## config.mk

```make
export PLATFORM = sky130hd
export DESIGN_NAME = spi_host_window
export DESIGN_NICKNAME = d
export VERILOG_FILES = /design/src/hw/spi_host_pkg.sv /design/src/hw/spi_host_window.sv
export SDC_FILE = /design/constraint.sdc
export NUM_CORES = 1
export LEC_CHECK = 0
export ABC_AREA = 1
export BUFFER_PORTS_ARGS = -buffer_cell sky130_fd_sc_hd__clkbuf_2
export CAP_MARGIN = 20
export CORE_AREA = 5 5 85 87
export DETAILED_ROUTE_END_ITERATION = 6
export DIE_AREA = 0 0 90 92
export SLEW_MARGIN = 20
export SYNTH_ARGS = -nofsm -noshare
export SYNTH_HDL_FRONTEND = slang
export SYNTH_SLANG_ARGS = --single-unit
```

## constraint.sdc

```tcl
create_clock -name vclk -period 0.9
set_input_delay 0.18 -clock vclk [all_inputs]
set_output_delay 0.18 -clock vclk [all_outputs]
set_load 0.05 [all_outputs]
```

## src/hw/spi_host_pkg.sv

```systemverilog
package spi_host_pkg;

  // Register bus geometry
  localparam int BlockAw    = 6;
  localparam int DataW      = 32;
  localparam int ByteMaskW  = DataW / 8;
  localparam int DataOffset = 6'h24;

  // FIFO sizing
  localparam int FifoDepth = 8;
  localparam int FifoAw    = $clog2(FifoDepth);

  // SCK timing, system cycles per half period
  localparam int ClkHalf = 2;
  localparam int DivW    = $clog2(ClkHalf + 1);

  // Byte and lane bookkeeping
  localparam int ByteBitsW = 3;
  localparam int ByteIdxW  = $clog2(ByteMaskW);

  // Command length in bytes
  localparam int LenW = 9;

  typedef logic [BlockAw-1:0]   addr_t;
  typedef logic [DataW-1:0]     word_t;
  typedef logic [ByteMaskW-1:0] strb_t;
  typedef logic [LenW-1:0]      len_t;

  // Register bus request
  typedef struct packed {
    logic  valid;
    logic  write;
    addr_t addr;
    word_t wdata;
    strb_t wstrb;
  } reg_req_t;

  // Register bus response
  typedef struct packed {
    word_t rdata;
    logic  error;
    logic  ready;
  } reg_rsp_t;

  // One FIFO slot, data plus byte enables
  typedef struct packed {
    word_t word;
    strb_t strb;
  } fifo_entry_t;

  // Transfer command, start is a single cycle pulse
  typedef struct packed {
    logic start;
    len_t len;
  } spi_cmd_t;

  typedef enum logic [2:0] {
    Idle,
    CsSetup,
    Fetch,
    Shift,
    CsHold
  } fsm_state_t;

endpackage

```

## src/hw/spi_host_window.sv

```systemverilog
module spi_host_window (
  input  logic                     clk_i,
  input  logic                     rst_i,
  input  spi_host_pkg::reg_req_t   tx_win_i,
  output spi_host_pkg::reg_rsp_t   tx_win_o,
  input  spi_host_pkg::reg_req_t   rx_win_i,
  output spi_host_pkg::reg_rsp_t   rx_win_o,
  output logic                     tx_push_o,
  output spi_host_pkg::fifo_entry_t tx_entry_o,
  output logic                     rx_pop_o,
  input  spi_host_pkg::word_t      rx_head_i,
  input  logic                     rx_empty_i
);
  import spi_host_pkg::*;

  logic tx_hit;
  logic tx_err;
  logic rx_err;

  // Only the data window offset is decoded
  assign tx_hit = tx_win_i.addr == addr_t'(DataOffset);

  // TX side is write only
  assign tx_err = tx_win_i.valid & (~tx_win_i.write | ~tx_hit);
  // RX side rejects writes outside the window
  assign rx_err = rx_win_i.valid & rx_win_i.write &
                  (rx_win_i.addr != addr_t'(DataOffset));

  // Push strobe, same cycle as the bus access
  assign tx_push_o        = tx_win_i.valid & tx_win_i.write & tx_hit;
  assign tx_entry_o.word  = tx_win_i.wdata;
  assign tx_entry_o.strb  = tx_win_i.wstrb;

  // Nothing to return on the TX side
  assign tx_win_o.rdata = '0;
  assign tx_win_o.error = tx_err;
  assign tx_win_o.ready = 1'b1;

  // Any read of the RX window consumes the head entry
  assign rx_pop_o = rx_win_i.valid & ~rx_win_i.write;

  // Empty FIFO reads as zero
  assign rx_win_o.rdata = rx_empty_i ? '0 : rx_head_i;
  assign rx_win_o.error = rx_err;
  assign rx_win_o.ready = 1'b1;

endmodule

```

Yosys cells after proc, flatten, opt, wreduce, memory -nomap -nowiden

Index checks and enable logic that the tools add are counted.

Bits in registers: 0
Word-level logic and storage cells: 13

Equal/unequal tests: 2
Mux-type cells: 1
Bitwise operators: 10

Operators with widths:

| kind                 | number |
|---|---|
| $mux W32             | 1 |
| $and A1 B1 Y1        | 6 |
| $eq A6 B6 Y1 const B | 1 |
| $ne A6 B6 Y1 const B | 1 |
| $not A1 Y1           | 3 |
| $or A1 B1 Y1         | 1 |

Depth between registers and ports, before layout

Word-level depth: 4
Depth in mapped cells: 6

Least setup slack after synthesis

Ideal clock, no wire load.

Path type: in2out
Start: input tx_win_i[38] (netlist name)
End: output tx_push_o
Arrival time: 1.382 ns
Data required time: 0.720 ns
Path slack: -0.662 ns
Stages on the path: 4
Cells stage by stage: inv_1 > nor2_1 > nand2_1 > nor3_1

Longest elaborated chain between the ends: 2

RTL lines:

| element            | line                  | source |
|---|---|---|
| start: declaration | spi_host_window.sv:4  | `input spi_host_pkg::reg_req_t tx_win_i,` |
| $eq A6 B6 Y1       | spi_host_window.sv:21 | `assign tx_hit = tx_win_i.addr == addr_t'(DataOffset);` |
| $and A1 B1 Y1      | spi_host_window.sv:30 | `assign tx_push_o = tx_win_i.valid & tx_win_i.write & tx_hit;` |
| end: declaration   | spi_host_window.sv:8  | `output logic tx_push_o,` |

No other way between the ends.

Final worst setup path

Start: input tx_win_i[39] (netlist name)
End: output tx_push_o

The elaborated chain is that of the path after synthesis.

==> run summary <==
Arr. time, crit path = 0.79 ns
maximum clock frequency = 1030 MHz
Die Y = 92 microns
Via Count = 916
IO Pins = 229
IO Port Bufs = 85
grt total ovfl = 0
WL/cell = 9.87 microns
Synth cell types = 9
crit path launch = tx_win_i[39]
Tot GR Track Use = 6.08%
largest net degree at the start of global routing = 9
site row count = 29
setup tns final = -0.118 ns
status = finished, violations left
Hold Startpoint = tx_win_i[15]
failing checks = negative setup slack
GP Congestion = 0.635
sequential cells = 0
CP Capture Type = primary output
HPWL Detailed = 2170 microns
Area growth syn-to-layout = 98.2%
hold slack = 0.360 ns
worst hold stages = 0
total power per unit cell area = 740 nW/um^2
VDD IR max = 0.000279 V
Cell Area, Synth = 903 sq um
RSZ-0062 raised after global routing = yes
Inserted Diodes = 0
DR DRC count = 0
commonest non-fill, non-tap cell in the layout = clkbuf_2
# fillers = 672
minimum clock period = 0.973 ns
Lkg Pwr = 0.970 nW
Max Cap Viol = 0
Post-CTS Setup Inserts = 0
Final WS setup = -0.0735 ns
synth warn = 0
Cell Area, Placed = 1390 sq um
Core ar. = 6280 sq um
Pre-antenna DRT Iters = 2
commonest non-fill, non-tap cells in the layout = clkbuf_2, inv_1, nor2_4
setup violators final = 3
final cycle utilization of the critical path = 108%
antenna-violating nets left = 0
Max Slew Vio Count = 0
worst hold path class = primary input to primary output
worst path required time = 0.72 ns
Seq/Total Area, Yosys = 0%
fraction of layout cells with a size suffix above 1 = 63.5%
Die W = 90 microns
Crit Path Category = primary input to primary output
Initial Util = 14.4%
drt total wl = 2810 microns
crit-path max FO = 2
syn avg cell area = 5.61 sq um
initial antenna violation count = 0
Final Instance Area = 1790 sq um
Gate Count Post-Synth = 161
First DRT Iteration DRCs = 4
vias in the first global route = 903
critical path startpoint category = primary input
final-report hold violation count = 0
layout clock buffer count = 0
DIE AREA = 8280 sq um
vias per cell = 3.21
Multi-input gate area = 593 sq um
area of all sequential standard cells = 0 sq um
first-pass GRT wire length = 4370 microns
nets@finish = 333
Hold Path Sink = tx_entry_o[15]
dpl ws = -0.183 ns
-- worst max-delay path, stage by stage --
cell     delay (ns)
buf_6          0.10
nor2_4         0.09
nand2_2        0.07
nor3_4         0.19
buf_12         0.16
-- per-layer routing --
layer  track usage [%]  vias up  wire length, microns
li1                  -      435                     -
met4              2.11        0                    97
met3              2.86       16                   499
met2              11.6       86                  1460
met5                 0        -                     0
met1              5.61      379                   752
-- cells in the mapped netlist (all sizes together) --
cell    instances  area (sq um)
buf            75           574
conb            2          7.51
inv            38           143
nand2           4          15.0
nand3           1          5.00
nand3b          1          7.51
nor2           39           146
nor3            1          5.00
-- final cells by class --
type                            count  share of cell area, %
Multi-Input combinational cell     80                   33.1
Inverter                           38                   8.11
Timing Repair Buffer               90                   53.4
Tap cell                           77                   5.38
-- report_power, final --
part / leakage (nW) / switching [mW] / internal [mW] / total (mW)
registers: 0 / 0 / 0 / 0
logic: 0.970 / 0.875 / 0.450 / 1.33
clock network: 0 / 0 / 0 / 0
total: 0.970 / 0.875 / 0.450 / 1.33
-- through the flow --
stage | instances | utilization, % | total power, mW
after floorplan | 193 | - | 1.38
after global placement | 284 | 22.2 | 1.10
after detailed placement | 284 | 22.2 | 1.10
after CTS | 285 | 27.2 | 1.26
after global routing | 285 | 28.5 | 1.39
final | 285 | 28.5 | 1.33
-- worst max path at each step --
stage / end / slack (ns)
after floorplan: tx_push_o / -0.08
after global placement: rx_win_o[2] / -0.18
after detailed placement: rx_win_o[2] / -0.18
after CTS: tx_win_o[1] / -0.08
after global routing: tx_push_o / -0.11
final: tx_push_o / -0.07
-- cells by family (layout without fill, tap and decap cells) --
logic type             count (synthesis)  count (layout)  synth area share, %
buffers and inverters                113             128                 79.4
and+or+nand+nor                       46              46                 19.8
other                                  2              34                0.831
-- what timing repair did --
| item | in CTS | in global routing |
|---|---|---|
| pin swaps | 28 | 11 |
| setup endpoints to repair | 35 | 32 |
| gates cloned | 1 | 0 |
| hold buffers | 0 | 0 |
| gates resized for setup | 69 | 37 |
No activity file was read; power rests on OpenSTA's default activity.
