`src/hw/spi_host_pkg.sv`:
```
package spi_host_pkg;

  // Register bus geometry
  localparam int BlockAw    = 6;
  localparam int DataW      = 32;
  localparam int ByteMaskW  = DataW / 8;
  localparam int DataOffset = 6'h24;

  // FIFO sizing
  localparam int FifoDepth = 8;
  localparam int FifoAw    = $clog2(FifoDepth);

  // SCK timing, system cycles per half period
  localparam int ClkHalf = 2;
  localparam int DivW    = $clog2(ClkHalf + 1);

  // Byte and lane bookkeeping
  localparam int ByteBitsW = 3;
  localparam int ByteIdxW  = $clog2(ByteMaskW);

  // Command length in bytes
  localparam int LenW = 9;

  typedef logic [BlockAw-1:0]   addr_t;
  typedef logic [DataW-1:0]     word_t;
  typedef logic [ByteMaskW-1:0] strb_t;
  typedef logic [LenW-1:0]      len_t;

  // Register bus request
  typedef struct packed {
    logic  valid;
    logic  write;
    addr_t addr;
    word_t wdata;
    strb_t wstrb;
  } reg_req_t;

  // Register bus response
  typedef struct packed {
    word_t rdata;
    logic  error;
    logic  ready;
  } reg_rsp_t;

  // One FIFO slot, data plus byte enables
  typedef struct packed {
    word_t word;
    strb_t strb;
  } fifo_entry_t;

  // Transfer command, start is a single cycle pulse
  typedef struct packed {
    logic start;
    len_t len;
  } spi_cmd_t;

  typedef enum logic [2:0] {
    Idle,
    CsSetup,
    Fetch,
    Shift,
    CsHold
  } fsm_state_t;

endpackage

```
`src/hw/spi_host_timer.sv`:
```
module spi_host_timer (
  input  logic clk_i,
  input  logic rst_i,
  input  logic run_i,
  output logic sck_o,
  output logic sample_o,
  output logic shift_o,
  output logic byte_end_o
);
  import spi_host_pkg::*;

  logic [DivW-1:0]      div_q;
  logic [ByteBitsW-1:0] edge_q;
  logic                 sck_q;
  logic                 half_tick;

  // One pulse per SCK half period
  assign half_tick = run_i & (div_q == DivW'(ClkHalf - 1));

  // Low SCK about to rise, sample point
  assign sample_o = half_tick & ~sck_q;
  // High SCK about to fall, shift point
  assign shift_o  = half_tick & sck_q;
  // Eighth falling edge closes the byte
  assign byte_end_o = shift_o & (edge_q == '1);

  assign sck_o = sck_q;

  // Stopping the clock parks SCK low and restarts both counts
  always_ff @(posedge clk_i) begin
    if (rst_i || !run_i) begin
      div_q  <= '0;
      edge_q <= '0;
      sck_q  <= 1'b0;
    end else begin
      if (half_tick) begin
        div_q <= '0;
        sck_q <= ~sck_q;
      end else begin
        div_q <= div_q + 1'b1;
      end
      // Falling edge count, wraps at byte end
      if (shift_o) begin
        edge_q <= edge_q + 1'b1;
      end
    end
  end

endmodule

```
`config.mk`:
```
export PLATFORM = sky130hd
export DESIGN_NAME = spi_host_timer
export DESIGN_NICKNAME = d
export VERILOG_FILES = /design/src/hw/spi_host_pkg.sv /design/src/hw/spi_host_timer.sv
export SDC_FILE = /design/constraint.sdc
export NUM_CORES = 1
export LEC_CHECK = 0
export BUFFER_PORTS_ARGS = -buffer_cell sky130_fd_sc_hd__buf_4
export CORE_AREA = 2 2 39 41
export CTS_CLUSTER_SIZE = 16
export DETAILED_ROUTE_END_ITERATION = 16
export DIE_AREA = 0 0 41 43
export GPL_TIMING_DRIVEN = 0
export SETUP_SLACK_MARGIN = 0.02
export SLEW_MARGIN = 20
export SYNTH_ARGS = -nofsm -noshare
export SYNTH_HDL_FRONTEND = slang
export SYNTH_SLANG_ARGS = --single-unit
```
`constraint.sdc`:
```
create_clock -name clk_i -period 3.4 [get_ports clk_i]
set_clock_uncertainty 0.2 [all_clocks]
set_input_delay 0.51 -clock clk_i [delete_from_list [all_inputs] [get_ports clk_i]]
set_output_delay 0.51 -clock clk_i [all_outputs]
set_load 0.02 [all_outputs]
```
======== Word level (Yosys, flattened, before mapping) ========
Cells that the tools add are included.
word-level totals
  register bits ........................... 6
  input bits .............................. 3
  output and inout bits ................... 4
  logic and storage cells ................. 15
operators by class
  add/subtract/negate cells ............... 2
  equality and inequality tests ........... 2
  bitwise operators ....................... 5
  reduce and logical (&&, ||, !) cells .... 3
operators by type and width
  cell                                           number
  AND 1 bit                                      4
  adder 3 x 1 -> 3 bit, second input constant    1
  == test 3 bit, second input constant           1
  adder 2 x 1 -> 2 bit, second input constant    1
  == test 2 x 1 -> 1 bit, second input constant  1
  OR reduction 2 bit                             1
  zero test 1 bit                                1
  logical OR 1 bit                               1
  NOT 1 bit                                      1

======== Longest topological paths before layout ========
  depth in word-level cells ............... 4
  depth in mapped cells ................... 5
  depth with buffers taken out ............ 4

======== Worst setup path before layout ========
OpenSTA, ideal clock, no wires.
  kind .................................... register to output
  from .................................... register div_q[0]
  to ...................................... output byte_end_o
  arrival time ............................ 972 ps
  data required time ...................... 2690 ps
  slack ................................... 1718 ps
  stages on the path, launching flop included .. 5
  path through ............................ dfxtp_1 ha_1 buf_6 nand2_1 nor2_1
on the way
  longest elaborated chain between the ends .. 4
ends and longest elaborated chain
  item                    line                  text
  from (decl)             spi_host_timer.sv:12  logic [DivW-1:0] div_q;
  from (signal assigned)  spi_host_timer.sv:40  div_q <= div_q + 1'b1;
  == test 2 x 1 -> 1 bit  spi_host_timer.sv:18  assign half_tick = run_i & (div_q == DivW'(ClkHalf - 1));
  AND 1 bit               spi_host_timer.sv:18
  AND 1 bit               spi_host_timer.sv:23  assign shift_o = half_tick & sck_q;
  AND 1 bit               spi_host_timer.sv:25  assign byte_end_o = shift_o & (edge_q == '1);
  to (decl)               spi_host_timer.sv:8   output logic byte_end_o
No other way between the ends.

======== Worst setup path after layout ========
  from .................................... register div_q[1]
  to ...................................... output shift_o
on the way
  longest elaborated chain between the ends .. 3
ends and longest elaborated chain
  item                    line                  text
  == test 2 x 1 -> 1 bit  spi_host_timer.sv:18
  AND 1 bit               spi_host_timer.sv:18
  AND 1 bit               spi_host_timer.sv:23
  to (decl)               spi_host_timer.sv:7   output logic shift_o,
No other way between the ends.

==> impl_results.md <==
- Run status: completed
- Number of hold buffers added after CTS: 0
- Number of nets in the synthesized netlist: 37
- Core Box Area: 1384 um2
- Cell at the root of the clock tree: clkbuf_4
- Fmax: 510.1 MHz
- Drt total wl: 478 um
- Clock period minus final worst setup slack: 1.961 ns
- Worst R2R Path Depth: 5
- Worst path required time: 2.69 ns
- Worst hold-check slack: 0.2292 ns
- Placed Instances: 53
- Crit path arrival time: approximately 1.3 ns
- Portion of the clock cycle consumed by the worst path in the final layout: 57.66%
- CTS sink cnt: 6
- Initial core utilization: 21.79%
- Worst setup margin: 1.439 ns
- Die ar.: between 1500 and 2000 um2
- Number of cells produced by synthesis: 31
- First-pass GRT wire length: 759 um
- Grt ovf: 0
- Yosys synthesis warning count: 0
- Measured slew at the worst slew-check pin: 0.2460 ns
- Placement Setup Slack: about 1.7 ns
- Capturing element type of the critical path: output port
- Post-CTS resize count: 0
- Unrepaired setup endpoints after global routing: no
- Die W: 41 um
- Worst IR drop on VDD: between 0.2 and 0.25 mV
- Vias after detailed routing: around 220
- Setup total negative slack: 0 ns
- Drt first-iter violations: 1
- Number of global-route vias before repair: 206
- Post-DR wirelength/cell: roughly 8.5 um
- Max H-tree Level: 1
- Worst min path class: reg2reg
- Port Buffer Count: 6
- Total I/O pin count: 7
- Number of maximum-capacitance violations: 0
- Clock tree from TritonCTS: yes
- Maximum fanout encountered on the critical timing path: 10
- Overall track demand over capacity in global routing: between 7 and 8%
- Post-DR vias/cell: a little under 4
- Number of diodes: 0
- Worst hold stages: 1
- Power density cells: 395.9 nW/um2
- Largest net degree at the start of global routing: 11
- Gpl congestion: 0.6346
- Clock-pin slew reported for the worst setup and hold paths after clock tree synthesis: 0.04 ns
- Worst slew margin relative to its limit: roughly 84%
- Hpwl dp: 341.9 um
- Floorplan row count: 14
- Area of the mapped netlist: 301.5 um2
- Number of pins exceeding their max-slew limit in the final report: 0
- Hold endpoint: div_q[0]$_SDFF_PP0_
- Initial antenna violation count: 0
- Area added between synthesis and finish: 29.05%
- Mean area per synthesized cell: 9.727 um2
- Chip Height: between 40 and 50 um
- Commonest cells after routing, fill and taps aside: 6 x dfxtp_1, 6 x buf_4, 3 x nor2_1, 3 x ha_1, 3 x clkbuf_4
- Worst hold start: div_q[0]$_SDFF_PP0_
- Number of search-and-repair iterations in the first detailed-routing pass: 2
- Netlist cell types: 16
- Number of DRC violations after detailed routing: 0
- Proportion of layout cells with a drive suffix above 1: 35.00%
- CTS Buf Count: 3
- Setup slack, reg-to-reg: 2.14 ns
- Register area share after synthesis: around 40%
- Layout Cells excl Fill: 56
- Dpl cell area: 366.6 um2
- Setup crit start kind: flop
- Hold Violations, Final: 0
- Post-DRT Antenna Nets: 0
- Clock latency on the worst-skew pair: 0.24 ns
- Final #Nets: 48
- #FFs+latches synth: 6
- Clock buffer depth: 2
- Startpoint of the most critical register-to-register path: div_q[1]$_SDFF_PP0_
- Setup violation total in the final timing report: 0
- Post-CTS setup buffer count: 0
- Reg-to-Reg End: edge_q[1]$_SDFFE_PP0P_
- Final design instance area without fill: 389.1 um2
- Critical path start-end classification: reg2out
- Leakage dissipation: 0.1690 nW
==> layout make-up <==
class	count	area, um2
plain buffers	2	22.52
clock buffers	3	22.52
fillers	149	994.7
inverters	1	3.754
multi-input cells	22	155.1
flip-flops and latches	6	120.1
well taps	16	20.02
repair buffers	6	45.04
==> worst max-delay path: stages (launching register included) <==
cell     delay (ns)
dfxtp_1        0.30
inv_1          0.04
ha_1           0.19
buf_6          0.15
and3_2         0.19
buf_4          0.15
==> state kept, by name, indices dropped and copies added (netlist names) <==
signal	count
div_q	2
edge_q	3
sck_o	1
==> where the power goes <==
| group | total [mW] | switching [mW] | internal [mW] | leakage, nW |
|---|---|---|---|---|
| Sequential | 0.0730 | 0.000778 | 0.0722 | 0.0486 |
| Combinational | 0.0156 | 0.00823 | 0.00736 | 0.107 |
| Clock | 0.0655 | 0.0256 | 0.0399 | 0.0138 |
==> metrics by stage <==
stage | power [mW] | util, %
floorplan | 0.08483 | -
global placement | 0.08992 | 26.49
detailed placement | 0.09021 | 26.49
CTS | 0.1586 | 28.12
global route | 0.1634 | 28.12
finish | 0.1541 | 28.12
==> worst max path at each step <==
stage | start | end | slack, ns | cells past startpoint
after global routing | div_q[0]$_SDFF_PP0_ | sample_o | 1.39 | 5
after floorplan | div_q[0]$_SDFF_PP0_ | byte_end_o | 1.72 | 4
final | div_q[1]$_SDFF_PP0_ | shift_o | 1.44 | 5
after detailed placement | div_q[1]$_SDFF_PP0_ | shift_o | 1.69 | 5
after global placement | div_q[1]$_SDFF_PP0_ | shift_o | 1.70 | 5
after CTS | div_q[1]$_SDFF_PP0_ | shift_o | 1.42 | 5
==> cell families (layout without fill, tap and decap cells) <==
logic type	count (synthesis)	count (layout)	share of synthesized area [%]
AND/OR/NAND/NOR	12	12	19.92
XOR/XNOR	1	1	2.905
adder cells (fa/ha/maj)	3	3	12.45
AO/OA/AOI/OAI	6	6	16.18
flip-flops	6	6	39.84
buffers and inverters	3	12	8.712
==> routing by layer <==
metal	global-route usage, %	wire length [um]	vias to the layer above
met5	0	0	-
met4	8.000	0	0
met3	4.712	5	0
met2	10.00	236	1
met1	6.129	236	97
li1	-	-	124
==> Yosys cell counts (all sizes together) <==
master	n	share of area [%]
inv	1	1.2
a21oi	3	6.2
buf	2	7.5
nor3	2	3.3
nand2b	1	2.1
ha	3	12
nand3b	1	2.5
and3	1	2.5
nor2	3	3.7
xnor2	1	2.9
nand2	2	2.5
a21bo	3	10
dfxtp	6	40
nand3	2	3.3
Power figures use the tool's default switching activity.
