==> src/hw/spi_host_pkg.sv <==
package spi_host_pkg;

  // Register bus geometry
  localparam int BlockAw    = 6;
  localparam int DataW      = 32;
  localparam int ByteMaskW  = DataW / 8;
  localparam int DataOffset = 6'h24;

  // FIFO sizing
  localparam int FifoDepth = 8;
  localparam int FifoAw    = $clog2(FifoDepth);

  // SCK timing, system cycles per half period
  localparam int ClkHalf = 2;
  localparam int DivW    = $clog2(ClkHalf + 1);

  // Byte and lane bookkeeping
  localparam int ByteBitsW = 3;
  localparam int ByteIdxW  = $clog2(ByteMaskW);

  // Command length in bytes
  localparam int LenW = 9;

  typedef logic [BlockAw-1:0]   addr_t;
  typedef logic [DataW-1:0]     word_t;
  typedef logic [ByteMaskW-1:0] strb_t;
  typedef logic [LenW-1:0]      len_t;

  // Register bus request
  typedef struct packed {
    logic  valid;
    logic  write;
    addr_t addr;
    word_t wdata;
    strb_t wstrb;
  } reg_req_t;

  // Register bus response
  typedef struct packed {
    word_t rdata;
    logic  error;
    logic  ready;
  } reg_rsp_t;

  // One FIFO slot, data plus byte enables
  typedef struct packed {
    word_t word;
    strb_t strb;
  } fifo_entry_t;

  // Transfer command, start is a single cycle pulse
  typedef struct packed {
    logic start;
    len_t len;
  } spi_cmd_t;

  typedef enum logic [2:0] {
    Idle,
    CsSetup,
    Fetch,
    Shift,
    CsHold
  } fsm_state_t;

endpackage

==> src/hw/spi_host_fsm.sv <==
module spi_host_fsm (
  input  logic                   clk_i,
  input  logic                   rst_i,
  input  spi_host_pkg::spi_cmd_t cmd_i,
  input  logic                   tx_empty_i,
  input  logic                   rx_full_i,
  input  logic                   none_i,
  input  logic                   byte_end_i,
  output logic                   load_o,
  output logic                   tx_pop_o,
  output logic                   flush_o,
  output logic                   run_o,
  output logic                   csb_o,
  output logic                   busy_o,
  output logic                   done_o
);
  import spi_host_pkg::*;

  fsm_state_t      state_q;
  fsm_state_t      state_d;
  len_t            rem_q;
  logic [DivW-1:0] hold_q;
  logic            can_go;
  logic            fetch_st;
  logic            hold_last;
  logic            last_byte;

  // Data to send and room to receive
  assign can_go    = ~tx_empty_i & ~rx_full_i;
  assign fetch_st  = (state_q == CsSetup) || (state_q == Fetch);
  assign hold_last = hold_q == DivW'(ClkHalf - 1);
  assign last_byte = rem_q == len_t'(1);

  always_comb begin
    state_d  = state_q;
    load_o   = 1'b0;
    tx_pop_o = 1'b0;
    unique case (state_q)
      Idle: begin
        // Zero length still toggles chip select
        if (cmd_i.start) begin
          state_d = (cmd_i.len == '0) ? CsHold : CsSetup;
        end
      end
      CsSetup, Fetch: begin
        state_d = Fetch;
        if (can_go && none_i) begin
          // Word without strobes, drop it
          tx_pop_o = 1'b1;
        end else if (can_go) begin
          load_o  = 1'b1;
          state_d = Shift;
        end
      end
      Shift: begin
        if (byte_end_i) begin
          if (last_byte) begin
            state_d = CsHold;
          end else if (can_go && !none_i) begin
            // Back to back bytes, SCK keeps running
            load_o = 1'b1;
          end else begin
            tx_pop_o = can_go & none_i;
            state_d  = Fetch;
          end
        end
      end
      CsHold: begin
        if (hold_last) begin
          state_d = Idle;
        end
      end
      default: state_d = Idle;
    endcase
  end

  // SCK runs from the load cycle on
  assign run_o   = (state_q == Shift) | (fetch_st & load_o);
  assign csb_o   = state_q == Idle;
  assign busy_o  = state_q != Idle;
  // Partial RX word goes out as chip select hold starts
  assign flush_o = (state_q == CsHold) & (hold_q == '0);

  always_ff @(posedge clk_i) begin
    if (rst_i) begin
      state_q <= Idle;
      rem_q   <= '0;
      hold_q  <= '0;
      done_o  <= 1'b0;
    end else begin
      state_q <= state_d;
      // Byte countdown
      if (state_q == Idle && cmd_i.start) begin
        rem_q <= cmd_i.len;
      end else if (state_q == Shift && byte_end_i) begin
        rem_q <= rem_q - 1'b1;
      end
      hold_q <= (state_q == CsHold) ? hold_q + 1'b1 : '0;
      // Lines up with chip select release
      done_o <= (state_q == CsHold) & hold_last;
    end
  end

endmodule

==> config.mk <==
export PLATFORM = sky130hd
export DESIGN_NAME = spi_host_fsm
export DESIGN_NICKNAME = d
export VERILOG_FILES = /design/src/hw/spi_host_pkg.sv /design/src/hw/spi_host_fsm.sv
export SDC_FILE = /design/constraint.sdc
export NUM_CORES = 1
export LEC_CHECK = 0
export BUFFER_PORTS_ARGS = -buffer_cell sky130_fd_sc_hd__buf_2
export CORE_MARGIN = 3
export CORE_UTILIZATION = 30
export DETAILED_ROUTE_END_ITERATION = 8
export MAX_ROUTING_LAYER = met4
export SYNTH_ARGS = -nofsm -noshare
export SYNTH_HDL_FRONTEND = slang
export SYNTH_SLANG_ARGS = --single-unit
==> constraint.sdc <==
create_clock -name clk_i -period 4 [get_ports clk_i]
set_input_delay 1 -clock clk_i [delete_from_list [all_inputs] [get_ports clk_i]]
set_output_delay 1 -clock clk_i [all_outputs]
set_load 0.05 [all_outputs]
Yosys cells after proc, flatten, opt, wreduce, memory -nomap -nowiden
Cells that the tools add are included.

operators by class
  add/subtract/negate cells = 2
  equality and inequality tests = 10
  multiplexer cells = 22
  bitwise gates (word level) = 9
  reduce and logical (&&, ||, !) cells = 14

operator list
  kind                                                                 number
  3-bit two-way mux                                                    6
  9-bit two-way mux                                                    2
  3-bit one-hot mux with 4 select lines                                1
  1-bit two-way mux                                                    11
  9-bit by 1-bit == test with 1-bit output (second input constant)     1
  9-bit logical NOT                                                    1
  9-bit by 1-bit subtractor with 9-bit output (second input constant)  1
  3-bit by 2-bit == test with 1-bit output (second input constant)     2
  2-bit inequality test (second input constant)                        3
  1-bit AND                                                            5
  1-bit logical AND                                                    4
  1-bit one-hot mux with 2 select lines                                2
  4-bit AND reduction                                                  1
  2-bit OR reduction                                                   2
  3-bit by 1-bit == test with 1-bit output (second input constant)     1
  3-bit == test (second input constant)                                1
  3-bit logical NOT                                                    1
  3-bit inequality test (second input constant)                        1
  1-bit NOT                                                            3
  3-bit nonzero test                                                   1
  2-bit by 1-bit adder with 2-bit output (second input constant)       1
  2-bit by 1-bit == test with 1-bit output (second input constant)     1
  2-bit logical NOT                                                    1
  2-bit nonzero test                                                   1
  3 further kinds                                                      3

word-level totals
  register bits after elaboration = 15
  input bits = 16
  logic and storage cells = 61

Logic depth before layout (Yosys ltp)
  depth after elaboration = 9
  gate-level depth with buffers = 6
  gate-level depth less buffers = 6

Worst setup path after synthesis
OpenSTA, ideal clock, no wires.

  kind = input-to-output
  start = input port rx_full_i
  end = output port load_o
  arrival = 3.043 ns
  slack = -0.043 ns
  stages = 2
  cell sequence = nor3_1 > nor4b_1

between the ends
  cells in the longest elaborated chain, start to end = 7
  elaborated cells on any way between the ends = 10

RTL lines
  element                                  RTL line            text
  start, declared                          spi_host_fsm.sv:6   input logic rx_full_i,
  1-bit NOT *                              spi_host_fsm.sv:29  assign can_go = ~tx_empty_i & ~rx_full_i;
  1-bit AND *                              spi_host_fsm.sv:29
  1-bit logical AND                        spi_host_fsm.sv:59  end else if (can_go && !none_i) begin
  1-bit two-way mux                        spi_host_fsm.sv:59
  1-bit two-way mux                        spi_host_fsm.sv:57  if (last_byte) begin
  1-bit two-way mux                        spi_host_fsm.sv:56  if (byte_end_i) begin
  1-bit one-hot mux with 2 select lines *  spi_host_fsm.sv:38  unique case (state_q)
  end, declared                            spi_host_fsm.sv:9   output logic load_o,

Mark *: on every way between the ends. The rest lies on a longest branch, timed or not.

Final worst setup path
Same ends and word-level chain as after synthesis.

==> flow_metrics.tcl <==
set metrics [dict create \
    die_w_um 62.3 \
    diodes 0 \
    worstMarginPinSlew_ps 599 \
    period_needed_ps 3170 \
    holdBufCountCts 0 \
    wl_per_cell_um 13.0 \
    p_clk_share_pct 15.3 \
    postCtsResizedCells 0 \
    final.setup.tns_ps 0 \
    seqPwrFrac_pct 37.4 \
    area_growth_syn_to_layout_pct 18.2 \
    clkTransAtPathRegs_ps 100 \
    yosys_warnings 0 \
    p_int_mw 0.315 \
    antenna_found_initial 0 \
    slew_violations 0 \
    core_mm2 0.00288 \
    critical_path.most_common_cell "buf_2" \
    die_y_um 62.3 \
    cts.path.max_buffers 2 \
    place_inst 178 \
    status "finished, final reports clean" \
    grt_max_degree 15 \
    required_ps 3000 \
    grt_usage_pct 12.5 \
    yosysUniqueCellTypes 38 \
    place_hpwl_um 1780 \
    numPortBuffers 22 \
    synth_area_um2 951 \
    drc 0 \
    viasPerCell 5.14 \
    n_fill_cell 293 \
    drt_first_iter_violations 46 \
    rsz0062_at_grt "no" \
    ir_worst_vdd_mv 0.147 \
    whs_ps 463 \
    yosysSeqAreaShare_pct 31.6 \
    maxCapViolations 0 \
    drtAntennaViolNets 0 \
    synth_seq_cells 15 \
    path_cells "buf_2 -> nor3_1 -> nor4b_2 -> buf_2" \
    rows 19 \
    cts_buffers 3 \
    fin_util_pct 39.1 \
    syn_inst 119 \
    swShare_pct 48.9 \
    fmax_ghz 0.316 \
    setup_violations 0 \
    fin_skew_ps 11.0 \
    drive_gt1_share_pct 25.0 \
    switchingPower_mw 0.301 \
    slew_headroom_pct 59.7 \
    grt_overflow 0 \
    final_nets 161 \
    gp_congestion 0.880 \
    final_common_cell "buf_2" \
    cts_num_sinks 15 \
    postCtsSetupBuffers 0 \
    synth_nets 139 \
    layout_common_cells "buf_2, dfxtp_1, nor2_1" \
    critPathBufInv 2 \
    grt_pass1_vias 877 \
    postSynthAreaPerCell_um2 7.99 \
    tritoncts "done" \
    endpoint_kind "primary output" \
    p_leak_nw 0.429 \
    hp-class "register to register" \
    vias 935 \
    hold_viol 0 \
    stdcell_count 182 \
    path_delay_family "simple AND/OR/NAND/NOR gates" \
    drtPass1Iterations 5 \
    clk_latency_ps 300 \
    dp_slack_ps 843 \
    setup.worst_path.start_class "input pin" \
    final.setup.worst_slack_ps 832 \
    worst-setup-path-type "input pin to primary output" \
    slowest_delay_ps 470 \
    crit_arrival_ps 2170 \
    p_comb_share_pct 47.3 \
    ios 23 \
    post-route-period-util_pct 79.2 \
    cp_slowest_cell "nor3_1" \
    p_per_area_mw_per_mm2 548 \
    grt_pass1_wl_um 3990 \
    h-tree-depth 1 \
    initial_utilization_pct 33.1 \
    worst-path-max-fanout 6 \
    routed_wl_um 2360 \
    cts_root_buf "clkbuf_4" \
    die_area_mm2 0.00388 \
]
## worst paths after layout
path              depth (start not counted)          to      start  slack, ps
hold reg to reg                           1   hold_q[0]  hold_q[0]        460
setup reg to reg                          5  state_q[2]   rem_q[0]       2270
hold / removal                            1   hold_q[0]  hold_q[0]        460
setup / recovery                          4      load_o  rx_full_i        830
## synth_stat cells, drive strengths merged
library cell / count / area [µm²]
nand2: 10 / 37.5
o21a: 2 / 15.0
nand4b: 1 / 8.76
nor4: 4 / 31.3
a221oi: 3 / 32.5
nor2: 14 / 55.1
nand3: 8 / 40.0
o221ai: 1 / 15.0
nor3: 5 / 25.0
buf: 4 / 20.0
dfxtp: 15 / 300
and3: 3 / 18.8
a21oi: 8 / 40.0
and3b: 1 / 8.76
o211ai: 1 / 7.51
nand2b: 1 / 6.26
xnor2: 1 / 8.76
or4b: 1 / 10.0
nor4b: 2 / 32.5
ha: 4 / 50.1
nand4: 2 / 12.5
or4: 2 / 22.5
nor3b: 1 / 7.51
inv: 6 / 22.5
or3: 2 / 12.5
a2bb2oi: 1 / 8.76
o2bb2ai: 1 / 8.76
or2: 1 / 6.26
o21ai: 6 / 30.0
a31oi: 4 / 25.0
and4b: 1 / 10.0
a32oi: 2 / 17.5
clkbuf: 1 / 3.75
## per-stage QoR
stage                     total power, mW  area [µm²]
after floorplan                     0.457         957
after detailed placement            0.520        1100
final                               0.615        1120
after CTS                           0.611        1120
after global placement              0.518        1100
after global routing                0.654        1120
## per-layer routing
| metal | GRT usage [%] | share of wire (%) | up-vias |
|---|---|---|---|
| met5 | - | 0 | - |
| met4 | 5.79 | 1.1 | 0 |
| met3 | 1.44 | 3.8 | 2 |
| met2 | 19.0 | 46 | 26 |
| met1 | 16.7 | 49 | 416 |
| li1 | - | - | 491 |
## area by class of cell
type | instances | area (µm²) | share of cell area, %
timing repair buffer | 22 | 110 | 9.80
tap | 42 | 52.6 | 4.68
inverter | 6 | 22.5 | 2.00
clock inverter | 1 | 5.00 | 0.445
clock buffer | 3 | 22.5 | 2.00
multi-input combinational | 93 | 611 | 54.3
sequential | 15 | 300 | 26.7
## power by group through the flow
stage               logic [mW]  clock network (mW)  registers (mW)
floorplan                0.255                   0           0.201
global placement         0.289                   0           0.230
detailed placement       0.290                   0           0.230
CTS                      0.291              0.0935           0.227
global route             0.320              0.0979           0.236
finish                   0.291              0.0942           0.230
## registers in the layout, summed over array words and instances, names as in the netlist
register,count
rem_q,9
state_q,3
hold_q,2
done_o,1
## cells by family (layout without fill, tap and decap cells)
logic type,count (synthesis),after routing,share of synthesized area [%]
AO/OA/AOI/OAI,29,29,21.1
XOR/XNOR,1,1,0.921
adder cells (fa/ha/maj),4,4,5.26
buffers and inverters,11,32,4.87
flip-flops,15,15,31.6
AND/OR/NAND/NOR,59,59,36.3
No activity file was read; power rests on OpenSTA's default activity.
