## src/hw/spi_host_pkg.sv

```systemverilog
package spi_host_pkg;

  // Register bus geometry
  localparam int BlockAw    = 6;
  localparam int DataW      = 32;
  localparam int ByteMaskW  = DataW / 8;
  localparam int DataOffset = 6'h24;

  // FIFO sizing
  localparam int FifoDepth = 8;
  localparam int FifoAw    = $clog2(FifoDepth);

  // SCK timing, system cycles per half period
  localparam int ClkHalf = 2;
  localparam int DivW    = $clog2(ClkHalf + 1);

  // Byte and lane bookkeeping
  localparam int ByteBitsW = 3;
  localparam int ByteIdxW  = $clog2(ByteMaskW);

  // Command length in bytes
  localparam int LenW = 9;

  typedef logic [BlockAw-1:0]   addr_t;
  typedef logic [DataW-1:0]     word_t;
  typedef logic [ByteMaskW-1:0] strb_t;
  typedef logic [LenW-1:0]      len_t;

  // Register bus request
  typedef struct packed {
    logic  valid;
    logic  write;
    addr_t addr;
    word_t wdata;
    strb_t wstrb;
  } reg_req_t;

  // Register bus response
  typedef struct packed {
    word_t rdata;
    logic  error;
    logic  ready;
  } reg_rsp_t;

  // One FIFO slot, data plus byte enables
  typedef struct packed {
    word_t word;
    strb_t strb;
  } fifo_entry_t;

  // Transfer command, start is a single cycle pulse
  typedef struct packed {
    logic start;
    len_t len;
  } spi_cmd_t;

  typedef enum logic [2:0] {
    Idle,
    CsSetup,
    Fetch,
    Shift,
    CsHold
  } fsm_state_t;

endpackage

```

## src/hw/spi_host_shift.sv

```systemverilog
module spi_host_shift (
  input  logic                      clk_i,
  input  logic                      rst_i,
  input  spi_host_pkg::fifo_entry_t tx_head_i,
  input  logic                      load_i,
  input  logic                      sample_i,
  input  logic                      shift_i,
  input  logic                      byte_end_i,
  input  logic                      flush_i,
  input  logic                      sd_i,
  output logic                      sd_o,
  output logic                      word_done_o,
  output logic                      none_o,
  output logic                      rx_push_o,
  output spi_host_pkg::fifo_entry_t rx_entry_o
);
  import spi_host_pkg::*;

  strb_t               used_q;
  strb_t               remain;
  strb_t               pick;
  logic [ByteIdxW-1:0] idx;
  logic [7:0]          tx_sr_q;
  logic [7:0]          rx_sr_q;
  word_t               rx_word_q;
  word_t               rx_word_d;
  strb_t               rx_strb_q;
  strb_t               rx_strb_d;
  logic [ByteIdxW-1:0] lane_q;

  // Strobed bytes of the head word not yet sent
  assign remain = tx_head_i.strb & ~used_q;
  assign none_o = remain == '0;

  // Lowest remaining lane goes first
  always_comb begin
    idx = '0;
    for (int i = ByteMaskW - 1; i >= 0; i--) begin
      if (remain[i]) begin
        idx = ByteIdxW'(i);
      end
    end
  end

  assign pick = strb_t'(1) << idx;

  // Last strobed byte taken, head word can go
  assign word_done_o = load_i & ((remain & ~pick) == '0);

  // MSB first, mode 0
  assign sd_o = tx_sr_q[7];

  always_ff @(posedge clk_i) begin
    if (rst_i) begin
      used_q  <= '0;
      tx_sr_q <= '0;
    end else if (load_i) begin
      used_q  <= word_done_o ? '0 : (used_q | pick);
      tx_sr_q <= tx_head_i.word[idx*8 +: 8];
    end else if (shift_i) begin
      tx_sr_q <= {tx_sr_q[6:0], 1'b0};
    end
  end

  // Receive shifter, filled on rising SCK
  always_ff @(posedge clk_i) begin
    if (sample_i) begin
      rx_sr_q <= {rx_sr_q[6:0], sd_i};
    end
  end

  // Completed byte merged into the next free lane
  always_comb begin
    rx_word_d = rx_word_q;
    rx_strb_d = rx_strb_q;
    if (byte_end_i) begin
      rx_word_d[lane_q*8 +: 8] = rx_sr_q;
      rx_strb_d[lane_q]        = 1'b1;
    end
  end

  // Full word or end of command
  assign rx_push_o = (byte_end_i & (lane_q == '1)) | (flush_i & (rx_strb_d != '0));

  // Unfilled lanes read as zero
  always_comb begin
    for (int b = 0; b < ByteMaskW; b++) begin
      rx_entry_o.word[b*8 +: 8] = rx_word_d[b*8 +: 8] & {8{rx_strb_d[b]}};
    end
    rx_entry_o.strb = rx_strb_d;
  end

  always_ff @(posedge clk_i) begin
    rx_word_q <= rx_word_d;
  end

  always_ff @(posedge clk_i) begin
    if (rst_i || rx_push_o) begin
      rx_strb_q <= '0;
      lane_q    <= '0;
    end else begin
      rx_strb_q <= rx_strb_d;
      lane_q    <= lane_q + ByteIdxW'(byte_end_i);
    end
  end

endmodule

```

## config.mk

```make
export PLATFORM = sky130hd
export DESIGN_NAME = spi_host_shift
export DESIGN_NICKNAME = d
export VERILOG_FILES = /design/src/hw/spi_host_pkg.sv /design/src/hw/spi_host_shift.sv
export SDC_FILE = /design/constraint.sdc
export NUM_CORES = 1
export LEC_CHECK = 0
export BUFFER_PORTS_ARGS = -buffer_cell sky130_fd_sc_hd__clkbuf_2
export CORE_MARGIN = 2
export CORE_UTILIZATION = 51
export CTS_CLUSTER_SIZE = 10
export DETAILED_ROUTE_END_ITERATION = 6
export HOLD_SLACK_MARGIN = 0.03
export MAX_ROUTING_LAYER = met4
export PLACE_DENSITY = 0.78
export SLEW_MARGIN = 5
export SYNTH_ARGS = -nofsm -noshare
export SYNTH_HDL_FRONTEND = slang
export SYNTH_SLANG_ARGS = --single-unit
```

## constraint.sdc

```tcl
create_clock -name clk_i -period 2.55 [get_ports clk_i]
set_input_delay 0.1275 -clock clk_i [delete_from_list [all_inputs] [get_ports clk_i]]
set_output_delay 0.1275 -clock clk_i [all_outputs]
set_load 0.05 [all_outputs]
```

After elaboration in Yosys (flattened, before gate mapping)
Index checks and enable logic that the tools add are counted.
{ "classes": {"magnitude_cmp": 2, "n_addsub": 2, "reduce_logical": 6, "mux": 12, "n_bitwise": 14, "n_shift": 4, "eq_ne": 1} }
{ "ops": {"columns": ["op", "count"], "rows": [
  ["$neg 5->34", 1],
  ["$shift 8x34->32 const A", 1],
  ["$shiftx 8x34->32", 1],
  ["$and 8x8->8", 4],
  ["$bwmux 32", 1],
  ["$mux 32", 1],
  ["$shiftx 32x6->8", 1],
  ["$mux 8", 2],
  ["$and 4x4->4", 2],
  ["$logic_not 4->1", 2],
  ["$mux 2", 4],
  ["$mux 4", 2],
  ["$not 4->4", 2],
  ["$or 4x4->4", 2],
  ["$reduce_bool 4->1", 1],
  ["$shl 1x2->4 const A", 1],
  ["$and 1x1->1", 3],
  ["$lt 2x3->1 const B", 1],
  ["$add 2x1->2", 1],
  ["$demux 1 s2", 1],
  ["$eq 2x2->1 const B", 1],
  ["$ge 2x1->1 const B", 1],
  ["$reduce_bool 2->1", 1],
  ["$logic_and 1x1->1", 1],
  ["3 further kinds", 3]
]} }
{ "word_totals": {"regBits": 58, "word_cells": 47} }

Longest topological paths before layout
Gate-level depths: netlist of run 1.
{ "logic_depth": {"ltp_word": 12, "ltp_mapped": 6, "mapped_depth_nobuf": 6} }

Worst setup path before layout of run 1
Ideal clock, no wire load.
{ "synth_path": {"path_kind": "flip-flop to output port", "from": "reg lane_q[0]", "to": "out rx_entry_o[20] (netlist bit)", "n_path_buf": 0, "t_arrival_ns": 2.175, "required_ns": 2.423, "path_stages_with_launch": 7, "slack_ns": 0.248, "path_cell_list": "dfxtp_1 inv_2 ha_1 inv_1 nor4_4 a22o_1 and2_1"} }
{ "synth_rtl": {"columns": ["item", "line_no", "text"], "rows": [
  ["from (decl)", "spi_host_shift.sv:29", "logic [ByteIdxW-1:0] lane_q;"],
  ["from (signal assigned)", "spi_host_shift.sv:103", "lane_q <= lane_q + ByteIdxW'(byte_end_i);"],
  ["to (decl)", "spi_host_shift.sv:15", "output spi_host_pkg::fifo_entry_t rx_entry_o"]
]} }

==> impl_metrics.toml, run 1 <==
[run_status]
status = "complete, no violations"

[min_path]
hp-class = "in -> reg"
whs_path_depth = 3

[clocking]
cts_inserted_buffers = 9
clk_pin_slew_worst_paths_ps = 60
htree_num_levels = 3
cts_buffer_depth = 2
clk-insertion-delay-late_ps = 340
cts_root_buf = "clkbuf_8"
cts_tree = "done"
cts.sinks = 58

[global_route]
grt_pass1_vias = 2191
grt_use_total_pct = 24.1
antenna_found_initial = 0
grt-ovfl-total = 0
grt_pass1_wl_um = 10900
grt_max_degree = 24

[critical_path]
crit_buf_inv = 4
arrival_ps = 2260
crit_family = "buffers and inverters"
crit_fanout = 8
start_kind = "flip-flop"
critPathSlowestCell = "dfxtp_2"
end_kind = "output pin"
critical_path_class = "reg -> out"
required_ps = 2420
path_cells = "inv_1 > ha_4 > inv_1 > nor4_4 > buf_4 > a22o_2 > and2_2 > clkbuf_2"
crit_top_cell = "inv_1"
slowest_delay_ps = 380
reg2reg_depth = 4
crit_cells = 8

[routing]
drt_wl_total_um = 6540
vias = 2399
top_layer = "met4"
first_pass_iters = 4
drtAntennaViolNets = 0
drc = 0
drt-met1-wl_um = 2990
route.met2.wl_um = 3070
drt_iter0_drc = 157
dr_wl_met3_um = 429
wl_per_cell_um = 15.0
viasPerCell = 5.51

[synth]
syn_area_per_cell_um2 = 10.3
ys_types = 39
ys_warn_count = 0
syn-cell-area_um2 = 2740
synth-seq-cells = 58
syn_inst = 266
yosysSeqAreaShare_pct = 45.4
syn-num-nets = 319

[timing]
drv_slew = 0
fmax_ghz = 0.418
worst_pin_slew_ps = 658
max-slew-margin-rel_pct = 56.1
hold_violations = 0
hold_ws_ps = 50.2
min_period_over_period_pct = 93.8
setup-violations-final = 0
rsz0062_at_grt = "no"
period_needed_ps = 2390
tns_ps = 0
skew_ps = 6.90
setup_ws_ps = 159

[cells_and_area]
stdcell_area_um2 = 3560
antennaDiodeCount = 0
fin_cells = 435
area_delta_synth_final_pct = 30.0
utilization_pct = 69.2
finalNetCount = 413
drive_gt1_share_pct = 42.5

[place]
port_buffers = 83
dp.cells = 412
placed_cell_area_um2 = 3220
preCtsSetupSlack_ps = 255
place.gp.congestion = 0.884
dpl.hpwl_um = 4550

[power_and_ir_drop]
power.total_mw = 2.52
p_per_area_nw_per_um2 = 708
peakVddDrop_uv = 450
power.leakage_nw = 1.63

[floorplanning]
pin_count = 84
fp.dieArea_um2 = 5970
initial_utilization_pct = 53.2
die_y_um = 77.3
num_rows = 26
core_area_um2 = 5140
fp.dieW_um = 77.3

[job]
maxCapViolCount = 0
-- layout make-up --
cell class	count	area, um^2
fillers	425	1580
repair buffers	94	526
clock buffers	10	138
inverters	9	33.8
clock inverters	6	104
flip-flops and latches	58	1240
multi-input cells	188	1430
well taps	70	87.6
-- timing repair --
| item | 4_1_cts | 5_1_grt |
|---|---|---|
| endpoints found under the hold margin | 2 | 0 |
| endpoints found under the setup margin | 26 | 27 |
| hold buffers | 2 | 0 |
| pin swaps | 3 | 1 |
| setup buffers | 4 | 1 |
| resized for setup | 10 | 5 |
-- Yosys cell counts --
cell | n | area [um^2]
inv_2 | 1 | 3.75
xnor2_1 | 1 | 8.76
o221ai_1 | 1 | 8.76
nor2_1 | 4 | 15.0
a21o_1 | 8 | 60.1
a221oi_1 | 7 | 61.3
nor2b_1 | 4 | 25.0
nor4b_4 | 1 | 23.8
mux2_2 | 7 | 78.8
and3_1 | 7 | 43.8
nor4_4 | 3 | 63.8
buf_2 | 5 | 25.0
or2_2 | 1 | 6.26
a21oi_1 | 7 | 35.0
and2_1 | 20 | 125
nor3_2 | 1 | 10.0
nand4_1 | 1 | 6.26
o31ai_1 | 1 | 7.51
nor3b_1 | 3 | 22.5
ha_1 | 9 | 113
a31oi_1 | 10 | 62.6
o22ai_1 | 1 | 6.26
a22o_1 | 17 | 149
nand2b_1 | 3 | 18.8
buf_1 | 1 | 3.75
and2_2 | 13 | 97.6
inv_1 | 8 | 30.0
nand2_1 | 14 | 52.6
nand2_2 | 1 | 6.26
maj3_1 | 1 | 10.0
edfxtp_1 | 8 | 240
nand3_1 | 8 | 40.0
dfxtp_1 | 50 | 1000
buf_4 | 1 | 7.51
nor3_1 | 7 | 35.0
o21a_1 | 1 | 7.51
clkbuf_1 | 4 | 15.0
a22o_2 | 16 | 160
o21ai_0 | 10 | 50.1
-- cells in the final DEF (no fill, tap or decap), types with 3 or more instances in the layout --
cell       synthesis  routed
a21o_1             8       8
nand2b_1           3       3
nor4_4             3       3
a22o_2            16      16
a31oi_1           10      10
a22o_1            17      17
clkbuf_8           0      10
nor3b_1            3       3
nor2_1             4       4
nand2_1           14      13
clkbuf_4           0       8
dfxtp_1           50      49
bufinv_16          0       3
o21ai_0           10      10
a21oi_1            7       7
a221oi_1           7       7
mux2_2             7       7
ha_1               9       7
and2_2            13      13
clkbuf_2           0      74
nand3_1            8       8
and2_1            20      20
and3_1             7       7
inv_1              8       8
buf_4              1      10
nor2b_1            4       4
nor3_1             7       7
edfxtp_1           8       8
-- per-layer routing --
| metal | up-vias | track usage [%] |
|---|---|---|
| li1 | 1171 | - |
| met3 | 8 | 9.06 |
| met2 | 76 | 35.7 |
| met5 | - | - |
| met1 | 1144 | 30.5 |
| met4 | 0 | 8.04 |
-- path summary, 6_finish.rpt --
kind	start	slack, ps	to
worst max-delay path	lane_q[1]$_SDFF_PP0_	160	rx_entry_o[13]
worst min-delay path	tx_head_i[1]	50	used_q[1]$_SDFFE_PP0P_
worst max register to register	used_q[0]$_SDFFE_PP0P_	840	tx_sr_q[7]$_SDFFE_PP0P_
worst min register to register	used_q[0]$_SDFFE_PP0P_	470	used_q[0]$_SDFFE_PP0P_
-- cells by family (layout without fill, tap and decap cells) --
group                    Yosys count  after routing  synth area share [%]
AO/OA/AOI/OAI                     79             79                  22.2
XOR/XNOR                           1              1                 0.320
adder cells (fa/ha/maj)           10             10                  4.48
buffers and inverters             20            119                  3.11
flip-flops                        58             58                  45.4
multiplexers                       7              7                  2.88
AND/OR/NAND/NOR                   91             91                  21.6
-- flip-flops by register name, summed over array words and instances, names as in the netlist --
signal,flops
rx_word_q,32
used_q,4
rx_strb_q,4
lane_q,2
tx_sr_q,8
rx_sr_q,8
-- where the power goes --
part	switching, mW	internal (mW)
registers	0.0365	0.994
logic	0.300	0.170
clock network	0.352	0.668
-- worst min-delay path, cell delays in order --
cell      delay [ps]
clkbuf_2          80
a31oi_1           70
nor2_1            70
No activity file was read; power rests on OpenSTA's default activity.
==> inputs of run 2 (changes only) <==
--- a/config.mk
+++ b/config.mk
@@ -5,14 +5,15 @@
 export SDC_FILE = /design/constraint.sdc
 export NUM_CORES = 1
 export LEC_CHECK = 0
+export ABC_AREA = 1
 export BUFFER_PORTS_ARGS = -buffer_cell sky130_fd_sc_hd__clkbuf_2
 export CORE_MARGIN = 2
-export CORE_UTILIZATION = 51
+export CORE_UTILIZATION = 52
 export CTS_CLUSTER_SIZE = 10
 export DETAILED_ROUTE_END_ITERATION = 6
 export HOLD_SLACK_MARGIN = 0.03
 export MAX_ROUTING_LAYER = met4
-export PLACE_DENSITY = 0.78
+export PLACE_DENSITY = 0.79
 export SLEW_MARGIN = 5
 export SYNTH_ARGS = -nofsm -noshare
 export SYNTH_HDL_FRONTEND = slang
==> run 2 against run 1 <==
Compared with the run above:
- global-route usage grew 0.60 points
- sequential power is essentially flat
- clock power shrank 11%
- critical path depth shrank 1
- sequential share of layout area shrank 0.64 points
- hold slack gained 48 ps
- utilization shrank 2.5 points
- non-clock buffer count shrank 5
==> impl_metrics.toml, run 2 <==
[run_status]
status = "complete, no violations"

[power_and_ir_drop]
pwr-share-seq_pct = 42.0
p_int_mw = 1.69
peakVddDrop_uv = 554
p_per_area_nw_per_um2 = 673
comb_power_share_pct = 20.7
power.leakage_nw = 1.90
clkPwrFrac_pct = 37.3
swShare_pct = 30.6
p_sw_mw = 0.748

[cells_and_area]
largest_reg_flops = 32
mostFrequentLayoutCells = "clkbuf_2 (78), inv_1 (69), nand2_1 (66), nor2_1 (58), dfxtp_1 (48)"
largestRegisters = "rx_word_q: 32 flops, rx_sr_q: 8 flops, tx_sr_q: 8 flops"
area_delta_synth_final_pct = 25.9
top_register = "rx_word_q"
final_common_cell = "clkbuf_2"
fin_cells = 562
utilization_pct = 66.7
stdcell_area_um2 = 3630
antennaDiodeCount = 0
finalNetCount = 538
drive_gt1_share_pct = 27.6

[floorplanning]
pin_count = 84
die_y_um = 78.4
num_rows = 27
core_area_um2 = 5440
initial_utilization_pct = 53.0
fp.dieArea_um2 = 6150
fp.dieW_um = 78.4

[synth]
syn-num-nets = 447
yosysSeqAreaShare_pct = 43.1
syn_area_per_cell_um2 = 7.31
syn_inst = 394
synth.area.top_cells = "dfxtp_1 (35%), inv_1 (9.0%), nand2_1 (8.6%)"
synth-seq-cells = 58
syn-cell-area_um2 = 2880
yosys.area.top_type = "dfxtp_1"
post-synth-top-count-cell = "inv_1"
ys_types = 32
synth_common_cells = "inv_1 (69), nand2_1 (66), nor2_1 (60), dfxtp_1 (50), nand3_1 (34)"
ys_warn_count = 0
dominantRegCellSynth = "dfxtp_1"
synth.top_cell.area_share_pct = 34.7
synthArstFlopShare_pct = 0
synth_edf_count = 8

[timing]
period_needed_ps = 2430
worst_pin_slew_ps = 666
hold_violations = 0
drv_slew = 0
skew_ps = 6.28
rsz0062_at_grt = "yes"
min_period_over_period_pct = 95.2
fmax_ghz = 0.412
hold_ws_ps = 98.1
max-slew-margin-rel_pct = 55.5
setup-violations-final = 0

[place]
placed_cell_area_um2 = 3350
port_buffers = 83
dpl.hpwl_um = 5140
dp.cells = 543
place.gp.congestion = 0.905

[critical_path]
crit_start = "lane_q[0]$_SDFF_PP0_"
reg2reg_to = "lane_q[1]$_SDFF_PP0_"
crit_family = "buffers and inverters"
required_ps = 2420
reg2reg_depth = 9
endpoint = "rx_entry_o[30]"
start_kind = "flip-flop"
crit_cells = 7
critical_path_class = "reg -> out"
critPathSlowestCell = "dfxtp_2"
crit_fanout = 11
path_cells = "clkinv_1 > buf_4 > ha_2 > nor3_1 > a21boi_0 > nor2_1 > clkbuf_2"
crit_buf_inv = 3
end_kind = "output pin"
arrival_ps = 2300
reg2reg_from = "lane_q[0]$_SDFF_PP0_"
r2r_setup_slack_ps = 680
slowest_delay_ps = 430

[routing]
wl_per_cell_um = 12.2
drt_wl_total_um = 6870
drtAntennaViolNets = 0
drc = 0
first_pass_iters = 5
drt_iter0_drc = 234
vias = 2800
viasPerCell = 4.98

[min_path]
hp-class = "in -> reg"

[clocking]
cts.sinks = 58
clk-insertion-delay-late_ps = 340
cts_tree = "done"
clk_pin_slew_worst_paths_ps = 60
cts_root_buf = "clkbuf_8"
cts_inserted_buffers = 9
htree_num_levels = 3
cts_buffer_depth = 2

[job]
maxCapViolCount = 0

[global_route]
grt-ovfl-total = 0
antenna_found_initial = 0
grt_use_total_pct = 24.7
grt_pass1_vias = 2581
grt_pass1_wl_um = 11600
grt_max_degree = 20
## run 2: cell count changes after synthesis, sizes merged, moves of 8 or more
| cell | before | now |
|---|---|---|
| inv | 9 | 73 |
| nand2 | 15 | 78 |
| a21boi | 0 | 9 |
| a22oi | 0 | 8 |
| nor2 | 4 | 62 |
| nand3 | 8 | 36 |
| and2 | 33 | 0 |
| a31oi | 10 | 0 |
| a22o | 33 | 0 |
| a21oi | 7 | 22 |
## run 2: worst min-delay path by stage
stage	slack, ps	startpoint	end	cells after the start
final	100	rst_i	tx_sr_q[6]$_SDFFE_PP0P_	2
after global routing	100	rst_i	tx_sr_q[6]$_SDFFE_PP0P_	2
after CTS	90	rst_i	tx_sr_q[2]$_SDFFE_PP0P_	2
after detailed placement	310	sd_i	rx_sr_q[0]$_DFFE_PP_	1
after global placement	310	sd_i	rx_sr_q[0]$_DFFE_PP_	1
after floorplan	230	sd_i	rx_sr_q[0]$_DFFE_PP_	0
## run 2: logic make-up (layout without fill, tap and decap cells)
group                    Yosys count  in the layout  share of synthesized area [%]
AO/OA/AOI/OAI                     51             51                           11.0
buffers and inverters             83            179                           11.7
flip-flops                        58             58                           43.1
adder cells (fa/ha/maj)            9              9                           3.91
XOR/XNOR                           1              1                          0.304
AND/OR/NAND/NOR                  192            192                           30.0
## run 2: final cells by class
cell class	instances	area [um^2]
Clock buffer	11	131
Clock inverter	5	78.8
Fill cell	491	1810
Inverter	74	278
Multi-Input combinational cell	253	1340
Sequential cell	58	1240
Tap cell	72	90.1
Timing Repair Buffer	89	465
## run 2: power groups by stage
stage               clock network [mW]  logic [mW]  registers [mW]
finish                           0.911       0.505            1.02
global route                     0.964       0.560            1.03
CTS                              0.922       0.494            1.02
detailed placement                   0       0.484            1.04
global placement                     0       0.475            1.04
floorplan                            0       0.361            1.04
## run 2: stage by stage
stage / total power [mW] / setup WS [ps] / setup TNS, ps
2_1_floorplan: 1.40 / 22.6 / 0
3_3_place_gp: 1.52 / 275 / 0
3_5_place_dp: 1.53 / 193 / 0
4_1_cts: 2.44 / 6.89 / 0
5_1_grt: 2.56 / -29.1 / -63.1
6_report: 2.44 / 122 / 0
## run 2: layer usage
metal / vias to the layer above / GRT usage, % / part of all wire [%]
li1: 1427 / - / -
met1: 1261 / 29.8 / 44
met2: 97 / 39.9 / 48
met3: 15 / 6.32 / 6.0
met4: 0 / 9.82 / 1.9
met5: - / - / 0
## run 2: repair_timing
action / in CTS / in global routing
gates resized for setup: 3 / 14
hold endpoints to repair: 1 / 0
hold buffers: 1 / 0
pin swaps: 1 / 1
setup buffers: 1 / 1
endpoints found under the setup margin: 24 / 31
